==> src/dl1_defs.svh <==
// Dimension macros shared by the L1 data cache blocks
`ifndef DL1_DEFS_SVH
`define DL1_DEFS_SVH

// Data word and address width
`define DL1_WORD_W      32

// Associativity
`define DL1_WAYS        2

// Sets per way
`define DL1_LINES       16

// Words per cache line
`define DL1_LINE_WORDS  4

// Refill beats from L2, two words per beat
`define DL1_FILL_BEATS  2

// Byte offset inside a word
`define DL1_BYTE_OFS    2

`endif

==> src/dl1_pkg.sv <==
// Shared types of the L1 data cache (address fields, lines, port bundles)
`include "dl1_defs.svh"

package dl1_pkg;

	typedef logic [`DL1_WORD_W-1:0] word_t;
	typedef logic [$clog2(`DL1_LINES)-1:0] index_t;
	typedef logic [$clog2(`DL1_LINE_WORDS)-1:0] word_sel_t;
	typedef logic [`DL1_WORD_W-`DL1_BYTE_OFS-$clog2(`DL1_LINE_WORDS)-$clog2(`DL1_LINES)-1:0] tag_t;

	// Word 0 sits in the low bits
	typedef word_t [`DL1_LINE_WORDS-1:0] line_t;

	typedef struct packed {
		tag_t   tag;
		index_t index;
	} line_addr_t;

	typedef logic [`DL1_WAYS-1:0] way_vec_t;

	typedef struct packed {
		logic  read;
		logic  write;
		word_t addr;
		word_t wdata;
	} cpu_req_t;

	// w1 is the lower word of the pair
	typedef struct packed {
		logic                               update;
		logic [$clog2(`DL1_FILL_BEATS)-1:0] beat;
		word_t                              w1;
		word_t                              w2;
	} fill_beat_t;

	typedef struct packed {
		line_addr_t line_addr;
		line_t      data;
	} evict_t;

endpackage

==> src/dl1_victim_select.sv <==
// Replacement way choice, lowest invalid way first, else a pseudo-random way
`include "dl1_defs.svh"

module dl1_victim_select
(
	input  logic              clk_l1,
	input  logic              rst_n,
	input  logic              step,
	input  dl1_pkg::way_vec_t valid,
	output dl1_pkg::way_vec_t victim
);

	logic [7:0] lfsr_q;

	// Galois LFSR, x^8+x^6+x^5+x^4+1
	always_ff @(posedge clk_l1 or negedge rst_n)
	begin
		if (!rst_n)
			lfsr_q <= 8'h01;
		else if (step)
			lfsr_q <= {1'b0, lfsr_q[7:1]} ^ (lfsr_q[0] ? 8'hb8 : 8'h00);
	end

	always_comb
	begin
		victim = '0;
		victim[lfsr_q[$clog2(`DL1_WAYS)-1:0]] = 1'b1;
		// Walk down so the lowest invalid way wins
		for (int i = `DL1_WAYS - 1; i >= 0; i--)
		begin
			if (!valid[i])
				victim = dl1_pkg::way_vec_t'(1) << i;
		end
	end

endmodule

==> config.mk <==
export PLATFORM = sky130hd
export DESIGN_NAME = dl1_victim_select
export DESIGN_NICKNAME = d
export VERILOG_FILES = /design/src/dl1_pkg.sv /design/src/dl1_victim_select.sv
export VERILOG_INCLUDE_DIRS = /design/src
export SDC_FILE = /design/constraint.sdc
export NUM_CORES = 1
export LEC_CHECK = 0
export BUFFER_PORTS_ARGS = -buffer_cell sky130_fd_sc_hd__buf_2
export CORE_AREA = 2 2 39 41
export DETAILED_ROUTE_END_ITERATION = 8
export DIE_AREA = 0 0 41 43
export PLACE_DENSITY = 0.5
export SYNTH_ARGS = -nofsm -noshare
export SYNTH_HDL_FRONTEND = slang
export SYNTH_SLANG_ARGS = --single-unit
==> constraint.sdc <==
create_clock -name clk_l1 -period 0.8 [get_ports clk_l1]
set_input_delay 0.04 -clock clk_l1 [delete_from_list [all_inputs] [get_ports clk_l1]]
set_output_delay 0.04 -clock clk_l1 [all_outputs]
set_load 0.005 [all_outputs]
==> metrics <==
First-pass DRT Iterations 2; clock root buffer master clkbuf_4; post-synthesis xor/xnor area fraction 7.42%; CTS tree done; gpl congestion 0.658; Max rail drop VDD 1.08 mV; CP Class register to output port; Critical Path Slowest Stage Cell dfstp_2; largest net degree at the start of global routing 9; library cells used by synthesis 13; sequential cell area 201 sq um; Synth Area in Adders 0%; Multi-input gate area 160 sq um; vias in the first global route approximately 260; main combinational cell family by area after synthesis multiplexers; Placed Area 393 sq um; Slew Limit Fails 0; Tcrit/Tclk final 141%; FMAX 890 MHz; Finished Cell Area roughly 490 sq um; CTS sink count 8; Slew HR 88.1%; first-pass GRT wire length 1.01 mm; Final min period 1.12 ns; Synth Instances 29; slew at the pin closest to its max-slew limit 0.178 ns; number of flops mapped to enable cells by yosys 0; share of cells above drive strength 1 59.5%; Reg clk slew, reported paths ~0.050 ns; worst-case hold slack 0.147 ns; max reg flops 8; Worst EP required about 0.76 ns; leakage 0.230 nW; top post-synthesis cells by area dfrtp_1 49%, mux2_4 8.5%, dfstp_2 7.4%; clk buf depth 2; Worst Clk Skew 0.00291 ns; post-synth design cell area 354 sq um; Vias 244; core footprint 1380 sq um; height of the die 43 um; RSZ-0062 raised after global routing yes; final hold vios 0; most numerous cell in the Yosys netlist dfrtp_1; global-route usage over all layers 8.78%; fillers 141; Async SR Flop Fraction 100%; Area growth syn-to-layout 38.2%; Top Registers lfsr_q (8); total gr overflow 0; Synth Area in Compound Gates 9.19%; IO Count 7; Die X about 41 um; CP arrival 1.08 ns; CTS Buf Count 3; # rows 14; #FFs+latches synth 8; status finished with violations; Post-synth top flop dfrtp_1; Synth Area in Simple Gates 4.24%; drt wl/cell 10.3 um; DR iter-0 viols 1; DRC viols 0; Post-synth top cells 7 x dfrtp_1, 3 x a21oi_1, 3 x nor2_1, 3 x xnor2_1; antenna cells 0; CP startpoint kind register; failing checks setup timing; worst skew pair latency 0.25 ns; mux contribution to synthesized area 14.8%; Seq/Total Area, Yosys 56.9%; Largest Register lfsr_q; critical path capture point type output port; CP cell instances inv_2 -> a21boi_1 -> buf_2; Starting Density 25.6%; power density of the placed cells ~3500 nW/um^2; Max-cap violations 0; CP Max Fanout 3; Routed WL 597 um; CP max stage delay 0.54 ns; htree depth 1; Synth Net Count 34; Die ar. roughly 1800 sq um; setup TNS -1.52 ns; DR vias/cell 4.21; yosys warns 0; area share of the largest cell type after synthesis 49.5%; Hold Crit Class input pin to register; post-route ant nets 0; Nets 48; # port buffers 6; setup ws final -0.324 ns; antenna violations before repair 0; dominant cell type by area after synthesis dfrtp_1; # setup viols final 6; Avg Synthesized Cell Area 12.2 sq um
-- layer usage --
layer	GRT usage (%)	vias to the layer above	share of wire (%)
met4	8.00	0	0
met2	12.8	7	48
met3	1.57	0	7.4
met5	0	-	0
met1	10.2	115	45
li1	-	122	-
-- path summary, 6_finish.rpt --
| path | from | to | slack [ns] | cells past startpoint |
|---|---|---|---|---|
| max | lfsr_q[0] | victim[1] | -0.32 | 3 |
| min | step | lfsr_q[1] | 0.15 | 2 |
| max reg2reg | lfsr_q[0] | lfsr_q[3] | -0.28 | 4 |
| min reg2reg | lfsr_q[1] | lfsr_q[0] | 0.49 | 2 |
| max in group asynchronous | rst_n | lfsr_q[0] | 0.41 | 2 |
| min in group asynchronous | rst_n | lfsr_q[5] | 0.16 | 2 |
-- layout by cell type, fill, tap and decap left out --
cell,count
a21boi_1,1
xnor2_2,3
clkbuf_4,3
dfrtp_1,7
o21ai_1,1
inv_1,1
buf_6,1
dlygate4sd3_1,1
mux2_2,2
nand2_1,1
nor2_1,3
o21ai_2,1
buf_2,6
a21oi_1,1
mux2_4,2
inv_2,1
a21oi_2,2
buf_4,3
clkbuf_1,1
dfstp_2,1
-- final cells by class --
class	instances	area share [%]
clock buffers	4	5.37
well taps	16	4.09
flip-flops and latches	8	41.2
multi-input cells	17	32.7
inverters	2	1.53
repair buffers	11	15.1
-- power by group --
group,internal (mW),switching (mW)
logic,0.412,0.231
clock network,0.190,0.131
registers,0.604,0.131
total,1.21,0.493
-- metrics by stage --
stage                     util, %  setup slack [ns]  power [mW]  instances
after floorplan                 -            -0.104        1.06         29
after global placement       28.4            -0.123        1.12         50
after detailed placement     28.4            -0.145        1.13         50
after CTS                    34.0            -0.334        1.66         57
after global routing         35.4            -0.380        1.82         58
final                        35.4            -0.324        1.70         58
-- what timing repair did --
action | 4_1_cts | 5_1_grt
hold endpoints to repair | 8 | 0
gates resized for setup | 5 | 4
pin swaps | 4 | 4
buffers inserted | 2 | 1
hold buffers | 1 | 0
endpoints found under the setup margin | 7 | 6
-- critical path, delay by kind of cell, from the launching register on --
kind	cells	cell delay, ns
compound gates	1	0.13
flops	1	0.54
buf+inv	2	0.17
-- logic make-up after synthesis --
logic type / Yosys count
mux: 4
flops: 8
simple gates: 4
compound gates: 6
buf+inv: 4
xor+xnor: 3
No activity file was read; power rests on OpenSTA's default activity.
