<file path="src/dl1_defs.svh">
// Dimension macros shared by the L1 data cache blocks
`ifndef DL1_DEFS_SVH
`define DL1_DEFS_SVH

// Data word and address width
`define DL1_WORD_W      32

// Associativity
`define DL1_WAYS        2

// Sets per way
`define DL1_LINES       16

// Words per cache line
`define DL1_LINE_WORDS  4

// Refill beats from L2, two words per beat
`define DL1_FILL_BEATS  2

// Byte offset inside a word
`define DL1_BYTE_OFS    2

`endif

</file>
<file path="src/dl1_pkg.sv">
// Shared types of the L1 data cache (address fields, lines, port bundles)
`include "dl1_defs.svh"

package dl1_pkg;

	typedef logic [`DL1_WORD_W-1:0] word_t;
	typedef logic [$clog2(`DL1_LINES)-1:0] index_t;
	typedef logic [$clog2(`DL1_LINE_WORDS)-1:0] word_sel_t;
	typedef logic [`DL1_WORD_W-`DL1_BYTE_OFS-$clog2(`DL1_LINE_WORDS)-$clog2(`DL1_LINES)-1:0] tag_t;

	// Word 0 sits in the low bits
	typedef word_t [`DL1_LINE_WORDS-1:0] line_t;

	typedef struct packed {
		tag_t   tag;
		index_t index;
	} line_addr_t;

	typedef logic [`DL1_WAYS-1:0] way_vec_t;

	typedef struct packed {
		logic  read;
		logic  write;
		word_t addr;
		word_t wdata;
	} cpu_req_t;

	// w1 is the lower word of the pair
	typedef struct packed {
		logic                               update;
		logic [$clog2(`DL1_FILL_BEATS)-1:0] beat;
		word_t                              w1;
		word_t                              w2;
	} fill_beat_t;

	typedef struct packed {
		line_addr_t line_addr;
		line_t      data;
	} evict_t;

endpackage

</file>
<file path="src/dl1_sram.sv">
// Per-set storage array with a synchronous write and a combinational read
`include "dl1_defs.svh"

module dl1_sram
#(
	parameter type entry_t = logic
)
(
	input  logic            clk_l1,
	input  logic            wen,
	input  dl1_pkg::index_t waddr,
	input  entry_t          wdata,
	input  dl1_pkg::index_t raddr,
	output entry_t          rdata
);

	entry_t mem [`DL1_LINES];

	always_ff @(posedge clk_l1)
	begin
		if (wen)
			mem[waddr] <= wdata;
	end

	// Read straight from the array
	assign rdata = mem[raddr];

endmodule

</file>
<file path="src/dl1_state_bits.sv">
// Valid and dirty flags for every set of one cache way
`include "dl1_defs.svh"

module dl1_state_bits
(
	input  logic            clk_l1,
	input  logic            rst_n,
	input  dl1_pkg::index_t index,
	input  logic            set_valid,
	input  logic            set_dirty,
	input  logic            clear,
	output logic            valid,
	output logic            dirty
);

	logic [`DL1_LINES-1:0] valid_q;
	logic [`DL1_LINES-1:0] dirty_q;

	always_ff @(posedge clk_l1 or negedge rst_n)
	begin
		if (!rst_n)
		begin
			valid_q <= '0;
			dirty_q <= '0;
		end
		else if (clear)
		begin
			// Eviction done
			valid_q[index] <= 1'b0;
			dirty_q[index] <= 1'b0;
		end
		else if (set_valid)
		begin
			// Fresh line from L2 is clean
			valid_q[index] <= 1'b1;
			dirty_q[index] <= 1'b0;
		end
		else if (set_dirty)
			dirty_q[index] <= 1'b1;
	end

	assign valid = valid_q[index];
	assign dirty = dirty_q[index];

endmodule

</file>
<file path="src/dl1_way.sv">
// One cache way with tag and line arrays, state flags and hit compare
`include "dl1_defs.svh"

module dl1_way
(
	input  logic                clk_l1,
	input  logic                rst_n,
	input  dl1_pkg::index_t     index,
	input  dl1_pkg::tag_t       tag,
	input  dl1_pkg::word_sel_t  word_sel,
	input  dl1_pkg::word_t      cpu_wdata,
	input  logic                write_hit,
	input  dl1_pkg::fill_beat_t fill,
	input  logic                fill_sel,
	input  logic                evict_clear,
	output logic                hit,
	output logic                valid,
	output logic                dirty,
	output dl1_pkg::tag_t       rd_tag,
	output dl1_pkg::line_t      rd_line
);

	localparam int PAIR_WORDS = `DL1_LINE_WORDS / `DL1_FILL_BEATS;

	logic           fill_wen;
	logic           tag_wen;
	logic           line_wen;
	dl1_pkg::line_t line_new;

	//==========================================================================
	// Write side
	//==========================================================================

	assign fill_wen = fill_sel && fill.update;
	// Last beat installs the tag
	assign tag_wen  = fill_wen && (int'(fill.beat) == `DL1_FILL_BEATS - 1);
	assign line_wen = write_hit || fill_wen;

	// Merge the store word or the beat pair into the stored line
	always_comb
	begin
		line_new = rd_line;
		if (write_hit)
			line_new[word_sel] = cpu_wdata;
		if (fill_wen)
		begin
			line_new[PAIR_WORDS * int'(fill.beat)]     = fill.w1;
			line_new[PAIR_WORDS * int'(fill.beat) + 1] = fill.w2;
		end
	end

	dl1_sram #(.entry_t(dl1_pkg::tag_t)) i_tag_ram
	(
		.clk_l1 (clk_l1),
		.wen    (tag_wen),
		.waddr  (index),
		.wdata  (tag),
		.raddr  (index),
		.rdata  (rd_tag)
	);

	dl1_sram #(.entry_t(dl1_pkg::line_t)) i_line_ram
	(
		.clk_l1 (clk_l1),
		.wen    (line_wen),
		.waddr  (index),
		.wdata  (line_new),
		.raddr  (index),
		.rdata  (rd_line)
	);

	dl1_state_bits i_state
	(
		.clk_l1    (clk_l1),
		.rst_n     (rst_n),
		.index     (index),
		.set_valid (tag_wen),
		.set_dirty (write_hit),
		.clear     (evict_clear),
		.valid     (valid),
		.dirty     (dirty)
	);

	//==========================================================================
	// Hit compare
	//==========================================================================

	assign hit = valid && (rd_tag == tag);

	// Refill only targets a way that misses, so no set gets two copies of a line
	a_fill_no_dup: assert property (@(posedge clk_l1) disable iff (!rst_n)
		fill_wen |-> !hit)
		else $error("[ERROR] %0t refill into a way that already hits", $time);

endmodule

</file>
<file path="config.mk">
export PLATFORM = sky130hd
export DESIGN_NAME = dl1_way
export DESIGN_NICKNAME = d
export VERILOG_FILES = /design/src/dl1_pkg.sv /design/src/dl1_sram.sv /design/src/dl1_state_bits.sv /design/src/dl1_way.sv
export VERILOG_INCLUDE_DIRS = /design/src
export SDC_FILE = /design/constraint.sdc
export NUM_CORES = 2
export LEC_CHECK = 0
export CAP_MARGIN = 20
export CORE_MARGIN = 2
export CORE_UTILIZATION = 30
export DETAILED_ROUTE_END_ITERATION = 8
export DONT_BUFFER_PORTS = 1
export MAX_ROUTING_LAYER = met4
export SLEW_MARGIN = 5
export SYNTH_ARGS = -nofsm -noshare
export SYNTH_HDL_FRONTEND = slang
export SYNTH_SLANG_ARGS = --single-unit
</file>
<file path="constraint.sdc">
create_clock -name clk_l1 -period 5.5 [get_ports clk_l1]
set_input_delay 1.1 -clock clk_l1 [delete_from_list [all_inputs] [get_ports clk_l1]]
set_output_delay 1.1 -clock clk_l1 [all_outputs]
set_load 0.01 [all_outputs]
</file>
==> results.json <==
{
  "die-area_um2": 325000,
  "register_area_um2": 73800,
  "yosysWarnings": 0,
  "p_int_uw": 32800,
  "die_w_um": 570,
  "instances_no_fill": 8932,
  "hold_viol": 0,
  "crit_path_top_delay_cell": "buf_16",
  "fill_cells": 28900,
  "postCtsSetupBuffers": 0,
  "ys.flop_type": "edfxtp_1",
  "mostFrequentLayoutCell": "edfxtp_1",
  "seqPwrFrac": 0.512,
  "wire_per_inst_um": 30.1,
  "worst_slack_ns": 0.0288,
  "ys_seq_area_frac": 0.769,
  "finClkSkew_ns": 0.0511,
  "drive_gt1_frac": 0.303,
  "wl_um": 269000,
  "clk_latency_ns": 0.88,
  "synthArstFlopShare": 0.0130,
  "synth_seq_cells": 2464,
  "synth_area_um2": 96000,
  "place.port_buffers": 0,
  "max_stage_delay_ns": 0.75,
  "grt_overflow": 0,
  "grt_max_degree": 212,
  "cts_buffers": 274,
  "synth_nets": 4299,
  "p_total_uw": 42000,
  "fmax_mhz": 183,
  "combPwrFrac": 0.065,
  "fin_nets": 4599,
  "start_kind": "input pin",
  "start_util": 0.302,
  "pre_cts_slack_ns": -0.565,
  "clock-sinks": 2464,
  "period_share": 0.995,
  "clockBufferDepth": 4,
  "slew_viol_final": 64,
  "tightest_slew_ns": 1.79,
  "clkTransAtPathRegs_ns": 0.06,
  "rsz0062_at_grt": "no",
  "switching_share": 0.219,
  "drt-pass1-iter-count": 5,
  "p_clk_frac": 0.422,
  "cts_tree": "built",
  "min_period_ns": 5.47,
  "critPathCaptureType": "output pin",
  "vias": 45900,
  "reg2regPathDepth": 5,
  "rows": 207,
  "hold_class": "input pin to asynchronous set/reset pin",
  "setup_viol": 0,
  "required_ns": 4.40,
  "violations": "slew limit",
  "dieHeight_um": 570,
  "p_sw_uw": 9210,
  "slew_headroom": -0.195,
  "cts_root_buf": "clkbuf_16",
  "vdd_drop_max_mv": 0.403,
  "antenna_found_initial": 34,
  "netlist_instances": 4166,
  "synth_cell_types": 51,
  "pwr_density_cell_nw_per_um2": 374,
  "dp_hpwl_um": 147000,
  "layout_common_cells": "2432 x edfxtp_1, 741 x mux4_2, 280 x clkbuf_16, 189 x buf_4, 164 x mux2i_1",
  "core_um2": 318000,
  "drtIter0Drc": 4893,
  "p_leak_uw": 0.0350,
  "ioPinCount": 288,
  "maxCapViolCount": 0,
  "grt_pass1_wl_um": 373000,
  "status": "finished, violations left",
  "synth_enable_flop_cells": 2432,
  "gp_congestion": 0.773,
  "syn_area_per_cell_um2": 23.0,
  "path_cells": "buf_16 > buf_16 > buf_16 > mux4_2 > mux4_2",
  "multi_input_area_um2": 21500,
  "avgViaCountPerCell": 5.14,
  "regToRegSetupSlack_ns": 2.79,
  "crit_arrival_ns": 4.37,
  "syn_to_final_growth_pct": 17.0,
  "grt_pass1_vias": 46800,
  "h-tree-depth": 5,
  "track_usage": 0.168,
  "critical_path_class": "input pin to output pin",
  "critPathMaxFanout": 188,
  "ant_nets": 0,
  "drc": 0,
  "place_inst": 8363,
  "critPathMostFrequentCell": "buf_16"
}
-- final timing paths --
check | to | from
setup / recovery | rd_line[4] | index[1]
min in group clk_l1 | i_tag_ram.mem[6][19]$_DFFE_PP_ | tag[19]
hold / removal | asynchronous set/reset pin | rst_n
max in group asynchronous | asynchronous set/reset pin | rst_n
setup reg to reg | i_line_ram.mem[7][68]$_DFFE_PP_ | i_line_ram.mem[12][68]$_DFFE_PP_
hold reg to reg | flop | flop
-- power groups by stage --
stage / sequential, µW / combinational, µW / clock, µW
after floorplan: 21900 / 1760 / 0
after global placement: 21900 / 2660 / 0
after detailed placement: 21900 / 2760 / 0
after CTS: 21500 / 2780 / 18100
after global routing: 21500 / 2960 / 18800
final: 21500 / 2750 / 17700
-- area by class of cell --
cell class | count | share of cell area
antenna | 72 | 0.00160
clock buffer | 341 | 0.0641
clock inverter | 149 | 0.0130
inverter | 14 | 0.000468
multi-input combinational | 1449 | 0.191
sequential | 2464 | 0.657
tap | 4180 | 0.0465
timing repair buffer | 263 | 0.0261
-- synthesized netlist by cell type, drive strengths merged, types with 4 or more instances --
library cell  number  area (µm²)
a211oi             4        30.0
a21oi             41         205
a22oi             20         150
a2bb2oi           15         131
buf              118         518
clkbuf           121         454
dfrtp             32         801
edfxtp          2432       73000
inv               13        48.8
mux2               6        67.6
mux2i            165        1660
mux4             741       16700
nand2            165         619
nand2b             7        43.8
nand3              5        25.0
nor2              51         191
nor2b              5        31.3
nor3              16        80.1
o2111ai            4        35.0
o21ai            145         726
o22ai              5        31.3
xnor2             14         123
xor2               7        61.3
-- timing repair --
action,CTS,global route
cloned,2,2
gates resized for setup,0,1
setup endpoints to repair,43,40
hold endpoints to repair,32,0
hold buffers,1,0
-- sequential cells by signal (all words and copies together) (netlist names), named ones only --
signal          count
i_tag_ram.mem     384
i_line_ram.mem   2048
-- logic make-up (layout without fill, tap and decap cells) --
| group | Yosys count | in the layout | synth area share |
|---|---|---|---|
| AO/OA/AOI/OAI | 252 | 252 | 0.0152 |
| XOR/XNOR | 21 | 21 | 0.00192 |
| multiplexers | 912 | 912 | 0.192 |
| AND/OR/NAND/NOR | 264 | 264 | 0.0114 |
| other | 0 | 72 | 0 |
| buffers and inverters | 253 | 767 | 0.0107 |
| flip-flops | 2464 | 2464 | 0.769 |
-- worst max-delay path: cells and delay by family --
kind | cells | cell delay [ns]
buffers and inverters | 3 | 1.60
multiplexers | 2 | 1.08
-- metrics by stage --
stage | utilization | TNS, ns | hold WS, ns | area, µm²
2_1_floorplan | - | -476.32 | 0.486 | 96200
4_1_cts | 0.352 | 0 | 0.0381 | 112000
3_3_place_gp | 0.324 | -103.06 | 0.506 | 103000
5_1_grt | 0.353 | 0 | 0.0766 | 112000
3_5_place_dp | 0.325 | -130.01 | 0.513 | 103000
6_report | 0.353 | 0 | 0.0985 | 112000
-- routing by layer --
metal | vias up | part of all wire | GRT usage
met5 | - | 0 | -
met3 | 372 | 0.11 | 0.0616
met1 | 25200 | 0.38 | 0.197
met2 | 1754 | 0.49 | 0.270
li1 | 18500 | - | -
met4 | 0 | 0.029 | 0.0473
Note: power is estimated with default switching activity, not from simulation.
