`config.mk`:
```
export PLATFORM = sky130hd
export DESIGN_NAME = dl1_miss_ctrl
export DESIGN_NICKNAME = d
export VERILOG_FILES = /design/src/dl1_pkg.sv /design/src/dl1_miss_ctrl.sv
export VERILOG_INCLUDE_DIRS = /design/src
export SDC_FILE = /design/constraint.sdc
export NUM_CORES = 1
export LEC_CHECK = 0
export ABC_CLOCK_PERIOD_IN_PS = 1200
export BUFFER_PORTS_ARGS = -buffer_cell sky130_fd_sc_hd__buf_2
export CAP_MARGIN = 20
export CORE_UTILIZATION = 18
export CTS_CLUSTER_SIZE = 12
export DETAILED_ROUTE_END_ITERATION = 12
export PLACE_DENSITY = 0.79
export SLEW_MARGIN = 20
export SYNTH_ARGS = -nofsm -noshare
export SYNTH_HDL_FRONTEND = slang
export SYNTH_SLANG_ARGS = --single-unit
```
`constraint.sdc`:
```
create_clock -name clk_l1 -period 1.2 [get_ports clk_l1]
set_clock_uncertainty 0.1 [all_clocks]
set_input_delay 0.18 -clock clk_l1 [delete_from_list [all_inputs] [get_ports clk_l1]]
set_output_delay 0.18 -clock clk_l1 [all_outputs]
set_load 0.01 [all_outputs]
```
`src/dl1_defs.svh`:
```
// Dimension macros shared by the L1 data cache blocks
`ifndef DL1_DEFS_SVH
`define DL1_DEFS_SVH

// Data word and address width
`define DL1_WORD_W      32

// Associativity
`define DL1_WAYS        2

// Sets per way
`define DL1_LINES       16

// Words per cache line
`define DL1_LINE_WORDS  4

// Refill beats from L2, two words per beat
`define DL1_FILL_BEATS  2

// Byte offset inside a word
`define DL1_BYTE_OFS    2

`endif

```
`src/dl1_pkg.sv`:
```
// Shared types of the L1 data cache (address fields, lines, port bundles)
`include "dl1_defs.svh"

package dl1_pkg;

	typedef logic [`DL1_WORD_W-1:0] word_t;
	typedef logic [$clog2(`DL1_LINES)-1:0] index_t;
	typedef logic [$clog2(`DL1_LINE_WORDS)-1:0] word_sel_t;
	typedef logic [`DL1_WORD_W-`DL1_BYTE_OFS-$clog2(`DL1_LINE_WORDS)-$clog2(`DL1_LINES)-1:0] tag_t;

	// Word 0 sits in the low bits
	typedef word_t [`DL1_LINE_WORDS-1:0] line_t;

	typedef struct packed {
		tag_t   tag;
		index_t index;
	} line_addr_t;

	typedef logic [`DL1_WAYS-1:0] way_vec_t;

	typedef struct packed {
		logic  read;
		logic  write;
		word_t addr;
		word_t wdata;
	} cpu_req_t;

	// w1 is the lower word of the pair
	typedef struct packed {
		logic                               update;
		logic [$clog2(`DL1_FILL_BEATS)-1:0] beat;
		word_t                              w1;
		word_t                              w2;
	} fill_beat_t;

	typedef struct packed {
		line_addr_t line_addr;
		line_t      data;
	} evict_t;

endpackage

```
`src/dl1_miss_ctrl.sv`:
```
// Miss handling FSM for halt, dirty eviction, refill request and beat count
`include "dl1_defs.svh"

module dl1_miss_ctrl
(
	input  logic                clk_l1,
	input  logic                rst_n,
	input  logic                access,
	input  logic                hit_any,
	input  dl1_pkg::way_vec_t   victim,
	input  logic                victim_dirty,
	input  logic                dirty_ack,
	input  dl1_pkg::fill_beat_t fill,
	output logic                halt,
	output logic                step,
	output dl1_pkg::way_vec_t   fill_way,
	output dl1_pkg::way_vec_t   evict_clear,
	output logic                dirty_req,
	output logic                update_req
);

	typedef enum logic [1:0] {
		IDLE,
		EVICT,
		REQ,
		FILL
	} state_t;

	state_t                             state_q;
	state_t                             state_d;
	dl1_pkg::way_vec_t                  way_q;
	logic [$clog2(`DL1_FILL_BEATS)-1:0] beat_q;
	logic                               miss;
	logic                               filling;
	logic                               last_beat;

	assign miss      = access && !hit_any;
	assign filling   = (state_q == REQ) || (state_q == FILL);
	assign last_beat = int'(beat_q) == `DL1_FILL_BEATS - 1;

	//==========================================================================
	// State transitions
	//==========================================================================

	always_comb
	begin
		state_d = state_q;
		case (state_q)
			IDLE:
				if (miss)
					state_d = victim_dirty ? EVICT : REQ;
			EVICT:
				if (dirty_ack)
					state_d = REQ;
			// First beat closes the request
			REQ:
				if (fill.update)
					state_d = last_beat ? IDLE : FILL;
			FILL:
				if (fill.update && last_beat)
					state_d = IDLE;
			default:
				state_d = IDLE;
		endcase
	end

	always_ff @(posedge clk_l1 or negedge rst_n)
	begin
		if (!rst_n)
		begin
			state_q <= IDLE;
			way_q   <= '0;
			beat_q  <= '0;
		end
		else
		begin
			state_q <= state_d;
			// Victim is frozen for the whole miss
			if (step)
				way_q <= victim;
			if (filling && fill.update)
				beat_q <= last_beat ? '0 : beat_q + 1'b1;
		end
	end

	//==========================================================================
	// Outputs
	//==========================================================================

	assign halt        = miss || (state_q != IDLE);
	assign step        = (state_q == IDLE) && miss;
	assign fill_way    = (state_q == IDLE) ? '0 : way_q;
	assign evict_clear = ((state_q == EVICT) && dirty_ack) ? way_q : '0;
	assign dirty_req   = state_q == EVICT;
	assign update_req  = state_q == REQ;

	a_dirty_hold: assert property (@(posedge clk_l1) disable iff (!rst_n)
		dirty_req && !dirty_ack |=> dirty_req)
		else $error("[ERROR] %0t dirty_req dropped before dirty_ack", $time);

	a_req_excl: assert property (@(posedge clk_l1) disable iff (!rst_n)
		!(dirty_req && update_req))
		else $error("[ERROR] %0t dirty_req and update_req both high", $time);

	// L2 sends beats only after the refill request
	a_fill_expected: assert property (@(posedge clk_l1) disable iff (!rst_n)
		fill.update |-> filling)
		else $error("[ERROR] %0t fill beat without a pending refill", $time);

endmodule

```
==> results of run 1 <==
-- routing by layer --
| metal | GRT usage, % | share of wire (%) | vias up |
|---|---|---|---|
| met5 | 0 | 0 | - |
| met4 | 14.5 | 6.4 | 0 |
| met3 | 2.98 | 6.4 | 4 |
| met2 | 10.4 | 44 | 15 |
| met1 | 11.0 | 43 | 137 |
| li1 | - | - | 158 |
-- through the flow --
step | area, sq um | std cells | utilization (%)
floorplan | 319 | 29 | -
global placement | 430 | 63 | 27.9
detailed placement | 430 | 63 | 27.9
CTS | 534 | 73 | 34.7
global route | 556 | 74 | 36.0
finish | 556 | 74 | 36.0
-- synthesized netlist by cell type --
cell | number | area, sq um
and2b_1 | 1 | 7.51
and3_1 | 2 | 12.5
and3b_1 | 1 | 8.76
buf_6 | 1 | 11.3
dfrtp_1 | 5 | 125
mux2_4 | 2 | 30.0
nand2_1 | 5 | 18.8
nand2b_4 | 1 | 13.8
nor2_1 | 1 | 3.75
nor2b_1 | 3 | 18.8
nor3_4 | 1 | 16.3
o211ai_1 | 1 | 7.51
o21ai_0 | 3 | 15.0
o31a_1 | 1 | 8.76
xnor2_1 | 1 | 8.76
-- power by group --
part / switching [uW] / total (uW) / internal [uW]
Combinational: 309 / 804 / 495
Clock: 66.2 / 192 / 126
Sequential: 90.4 / 352 / 261
Total: 466 / 1350 / 882
-- registers in the layout, summed over array words and instances, names as in the netlist --
name,cells
state_q,2
way_q,2
beat_q,1
-- cell type report --
cell class	count	area [sq um]	share of cell area, %
Tap cell	16	20.0	3.60
Multi-Input combinational cell	23	184	33.1
Clock buffer	4	26.3	4.73
Sequential cell	5	126	22.7
Timing Repair Buffer	26	199	35.8
-- cells by family after synthesis --
family | count (synthesis)
AOI/OAI and AO/OA | 5
muxes | 2
xor gates and xnor gates | 1
and+or+nand+nor | 15
DFF | 5
buffers and inverters | 1
-- worst max-delay path: stages (launching register included) --
cell and delay (ns):
dfrtp_2 0.44, and2b_2 0.22, and3_4 0.15, buf_6 0.11
-- repair_timing --
action / CTS / global route
gates resized for setup: 7 / 6
endpoints found under the hold margin: 5 / 0
setup endpoints to repair: 10 / 12
pin swaps: 2 / 4
setup buffers: 5 / 2
gates cloned: 0 / 0
hold buffers: 1 / 0
-- path summary, 6_finish.rpt --
path / slack (ns) / to
worst max-delay path: -0.23 / evict_clear[0]
worst min-delay path: 0.07 / way_q[0]
worst max register to register: -0.17 / way_q[1]
worst min register to register: 0.38 / beat_q
max in group asynchronous: 0.68 / state_q[0]
min in group asynchronous: 0.18 / way_q[1]
==> reports/results.tsv, run 1 <==
stage	metric	value	unit
detailed_routing	drt first pass iters	1	
timing	FMAX	697	MHz
global_routing	Total GRT Usage	9.41	%
synthesis	Syn Area/Cell	10.6	sq um
power	Pwr Total	1350	uW
placement	IO Port Bufs	16	
placement	Setup WS pre-CTS	-0.0446	ns
timing	# setup viols final	12	
synthesis	compound-gate portion of the synthesized area	10.2	%
floorplan	Initial Utilization	19.9	%
cells_and_area	n_diodes	0	
setup_path	CP startpoint kind	flip-flop	
power	pwr/cell area	2430	nW/um^2
cts	Skew-Pair Late Insertion Delay	0.24	ns
cts	CTS tree	done	
timing	relative slew slack	87.0	%
synthesis	sequential element share of the synthesized area	40.8	%
timing	Hold Violations, Final	0	
synthesis	mux share of post-synthesis cell area	9.80	%
power	Leakage	0.000277	uW
cts	Root Buffer	clkbuf_4	
cells_and_area	Area growth, synth to finish	81.2	%
floorplan	die area	1870	sq um
timing	Worst-Margin Slew	0.194	ns
floorplan	die width	43.3	um
global_routing	first-pass GRT wire length	1150	um
synthesis	Synth Net Count	103	
cts	clock sinks	5	
setup_path	Crit Path Category	reg2out	
timing	min Tclk post-route	1.43	ns
setup_path	worst r2r path cells	4	
setup_path	worst flop-to-flop path startpoint	state_q[0]	
synthesis	Simple-Gate Fraction of Synth Area	32.7	%
synthesis	Yosys warnings	0	
setup_path	worst-path fanout max	5	
cells_and_area	commonest non-fill, non-tap cell in the layout	buf_2	
cts	clock transition at the registers of the reported paths	0.04	ns
worst_hold_path	HP Class	in2reg	
setup_path	Setup crit start	state_q[0]	
setup_path	Critical Path RT	0.92	ns
cells_and_area	most frequent cells in the layout	buf_2 (13), buf_6 (9), nand2_1 (4), dfrtp_1 (4)	
synthesis	largest family of logic cells by synthesized area	simple AND/OR/NAND/NOR gates	
detailed_routing	routed via count	314	
global_routing	initial antenna violation count	0	
global_routing	vias in the first global route	274	
worst_hold_path	hold depth	2	
power	VDD IR max	0.667	mV
status	violated checks	setup timing	
floorplan	Die Y	43.3	um
setup_path	Worst setup EP type	output port	
worst_hold_path	HP Start	victim[0]	
synthesis	Synth Area in Adders	0	%
setup_path	Worst Path Arrival	1.15	ns
detailed_routing	final wirelength	752	um
synthesis	library cells used by synthesis	15	
synthesis	Mapped Area	307	sq um
detailed_routing	starting DRC count in detailed routing	0	
synthesis	Post-Syn Instances	29	
timing	RSZ-0062 raised after global routing	true	
detailed_routing	Vias per Instance	4.24	
synthesis	FF+latch count, synth	5	
floorplan	Core Box Area	1540	sq um
global_routing	largest net degree at the start of global routing	6	
run	maxcap violations	0	
cells_and_area	fin nets	133	
detailed_routing	DR WL/cell	10.2	um
placement	RePlAce Congestion	0.779	
status	outcome	complete, but fails checks	
timing	Final period util	119	%
timing	Slew Limit Fails	0	
floorplan	Site Rows	14	
cts	htree depth	1	
detailed_routing	DRC	0	
detailed_routing	Final ANT Viol Nets	0	
placement	DP HPWL	520	um
cts	Clock Tree Buf Depth	2	
cells_and_area	fill cell instance count of the final layout	163	
timing	final worst slack	-0.234	ns
synthesis	post-synthesis xor/xnor area fraction	2.86	%
cells_and_area	share of cells above drive strength 1	63.8	%
global_routing	GRT overflow	0	
timing	smallest hold slack	0.0680	ns
cts	TritonCTS Buffers	3	
floorplan	num ports	82	
timing	setup TNS	-1.83	ns
(Power assumes the default switching activity.)
==> run 2: changes to the inputs <==
--- a/config.mk
+++ b/config.mk
@@ -7,12 +7,13 @@
 export NUM_CORES = 1
 export LEC_CHECK = 0
 export ABC_CLOCK_PERIOD_IN_PS = 1200
-export BUFFER_PORTS_ARGS = -buffer_cell sky130_fd_sc_hd__buf_2
 export CAP_MARGIN = 20
-export CORE_UTILIZATION = 18
+export CORE_AREA = 2 2 39 41
 export CTS_CLUSTER_SIZE = 12
 export DETAILED_ROUTE_END_ITERATION = 12
-export PLACE_DENSITY = 0.79
+export DIE_AREA = 0 0 41 43
+export DONT_BUFFER_PORTS = 1
+export PLACE_DENSITY_LB_ADDON = 0.05
 export SLEW_MARGIN = 20
 export SYNTH_ARGS = -nofsm -noshare
 export SYNTH_HDL_FRONTEND = slang
==> run 2 against run 1 <==
  * The flow still finishes with violations (setup timing)
  * Worst hold slack got worse by 0.047 ns
  * Clock power increased by 2%
  * Utilization decreased by 1.1 points
  * Non-clock buffer count decreased by 14
  * Flip-flop and latch count unchanged
  * Via count decreased by 14%
  * Power decreased by 11%
  * Critical path type unchanged
  * Critical endpoint unchanged
  * Largest cell class is now multi-input combinational cells
==> reports/results.tsv, run 2 (synthesis results as in run 1) <==
stage	metric	value	unit
status	outcome	complete, but fails checks	
status	violated checks	setup timing	
global_routing	initial antenna violation count	0	
cts	clock transition at the registers of the reported paths	0.04	ns
detailed_routing	final wirelength	717	um
setup_path	Worst setup EP type	output port	
global_routing	vias in the first global route	282	
cells_and_area	footprint of the multi-input gates	191	sq um
power	Leakage	0.000217	uW
floorplan	num ports	82	
floorplan	Initial Utilization	22.2	%
power	VDD IR max	0.864	mV
setup_path	Setup crit start	state_q[1]	
timing	final worst slack	-0.155	ns
floorplan	Site Rows	14	
setup_path	worst-path fanout max	4	
run	maxcap violations	0	
setup_path	Worst setup endpoint	evict_clear[0]	
global_routing	GRT overflow	0	
timing	FMAX	738	MHz
cells_and_area	n_diodes	0	
detailed_routing	DRC	0	
cts	htree depth	1	
cts	Root Buffer	clkbuf_4	
timing	setup TNS	-1.19	ns
timing	# setup viols final	10	
detailed_routing	routed via count	270	
setup_path	Crit Path Category	reg2out	
timing	Worst-Margin Slew	0.229	ns
cells_and_area	most frequent cells in the layout	nand2_1 (5), buf_6 (5), dfrtp_1 (4), dlygate4sd3_1 (4)	
detailed_routing	Final ANT Viol Nets	0	
timing	relative slew slack	84.7	%
floorplan	Die Y	43	um
setup_path	worst flop-to-flop path startpoint	state_q[1]	
placement	IO Port Bufs	0	
timing	Final period util	113	%
setup_path	Worst R2R End	way_q[0]	
timing	smallest hold slack	0.0210	ns
setup_path	Worst Path Arrival	1.08	ns
cts	Skew-Pair Late Insertion Delay	0.24	ns
floorplan	die area	1760	sq um
detailed_routing	drt first pass iters	1	
cts	Clock Tree Buf Depth	2	
power	pwr/cell area	2480	nW/um^2
cells_and_area	fin nets	119	
cells_and_area	Top Registers	state_q: 2 flops, way_q: 2 flops, beat_q: 1 flops	
setup_path	Critical Path RT	0.92	ns
setup_path	reg-to-reg slack, setup	-0.11	ns
cts	clock sinks	5	
cells_and_area	Register Area	126	sq um
cells_and_area	Area growth, synth to finish	57.6	%
placement	DP HPWL	599	um
detailed_routing	Vias per Instance	4.50	
global_routing	Total GRT Usage	10.7	%
worst_hold_path	HP Class	in2reg	
timing	Hold Violations, Final	0	
cells_and_area	fill cell instance count of the final layout	142	
setup_path	worst r2r path cells	4	
global_routing	first-pass GRT wire length	1200	um
global_routing	largest net degree at the start of global routing	7	
timing	min Tclk post-route	1.36	ns
cts	TritonCTS Buffers	3	
cts	CTS tree	done	
detailed_routing	DR WL/cell	12.0	um
floorplan	die width	41	um
timing	RSZ-0062 raised after global routing	true	
placement	RePlAce Congestion	0.641	
cells_and_area	share of cells above drive strength 1	47.7	%
timing	Slew Limit Fails	0	
floorplan	Core Box Area	1380	sq um
setup_path	CP startpoint kind	flip-flop	
detailed_routing	starting DRC count in detailed routing	0	
-- run 2: changes by cell type in the layout (fill, tap and decap cells not counted), moves of 2 or more --
cell	delta
buf_2	-13
o21ai_0	+2
buf_6	-4
nor2b_1	-2
o21ai_1	-2
dlygate4sd3_1	+3
-- run 2: metrics by stage --
step / setup WS [ns] / power, uW / util [%] / cell area [sq um] / instances
after floorplan: -0.0513 / 713 / - / 319 / 29
after CTS: -0.166 / 1200 / 34.4 / 477 / 60
after detailed placement: -0.0277 / 853 / 26.4 / 365 / 49
final: -0.155 / 1200 / 34.9 / 483 / 60
after global placement: -0.0257 / 842 / 26.4 / 365 / 49
after global routing: -0.198 / 1300 / 34.9 / 483 / 60
-- run 2: worst min-delay path by stage --
stage,startpoint,end,depth (start not counted)
2_1_floorplan,rst_n,beat_q,0
3_3_place_gp,rst_n,beat_q,0
3_5_place_dp,rst_n,beat_q,0
4_1_cts,fill[65],state_q[0],2
5_1_grt,fill[65],state_q[0],2
6_report,fill[65],state_q[0],2
-- run 2: metal layers --
layer  up-vias  routed length (um)  global-route usage (%)
met2        14                 343                    14.7
li1        134                   -                       -
met4         0                   0                    4.00
met5         -                   0                       0
met3         0                  73                    7.85
met1       122                 300                    12.5
-- run 2: area by class of cell --
type	instances	share of cell area (%)
Clock buffer	4	5.44
Multi-Input combinational cell	23	39.6
Sequential cell	5	26.2
Tap cell	16	4.15
Timing Repair Buffer	12	24.6
-- run 2: power breakdown --
group	internal [uW]	total, uW	leakage (uW)	switching [uW]
clock network	126	196	0.0000150	70.5
logic	378	641	0.000143	263
registers	261	360	0.0000585	98.6
total	765	1200	0.000217	432
-- run 2: critical path, stage by stage, from the launching register on --
cell     delay (ns)
dfrtp_1        0.41
and2b_2        0.24
and3_4         0.19
-- run 2: repair_timing --
action / 4_1_cts / 5_1_grt
hold buffers: 4 / 0
setup endpoints to repair: 11 / 11
pin swaps: 2 / 0
endpoints found under the hold margin: 8 / 0
buffers inserted: 3 / 0
resized for setup: 6 / 3
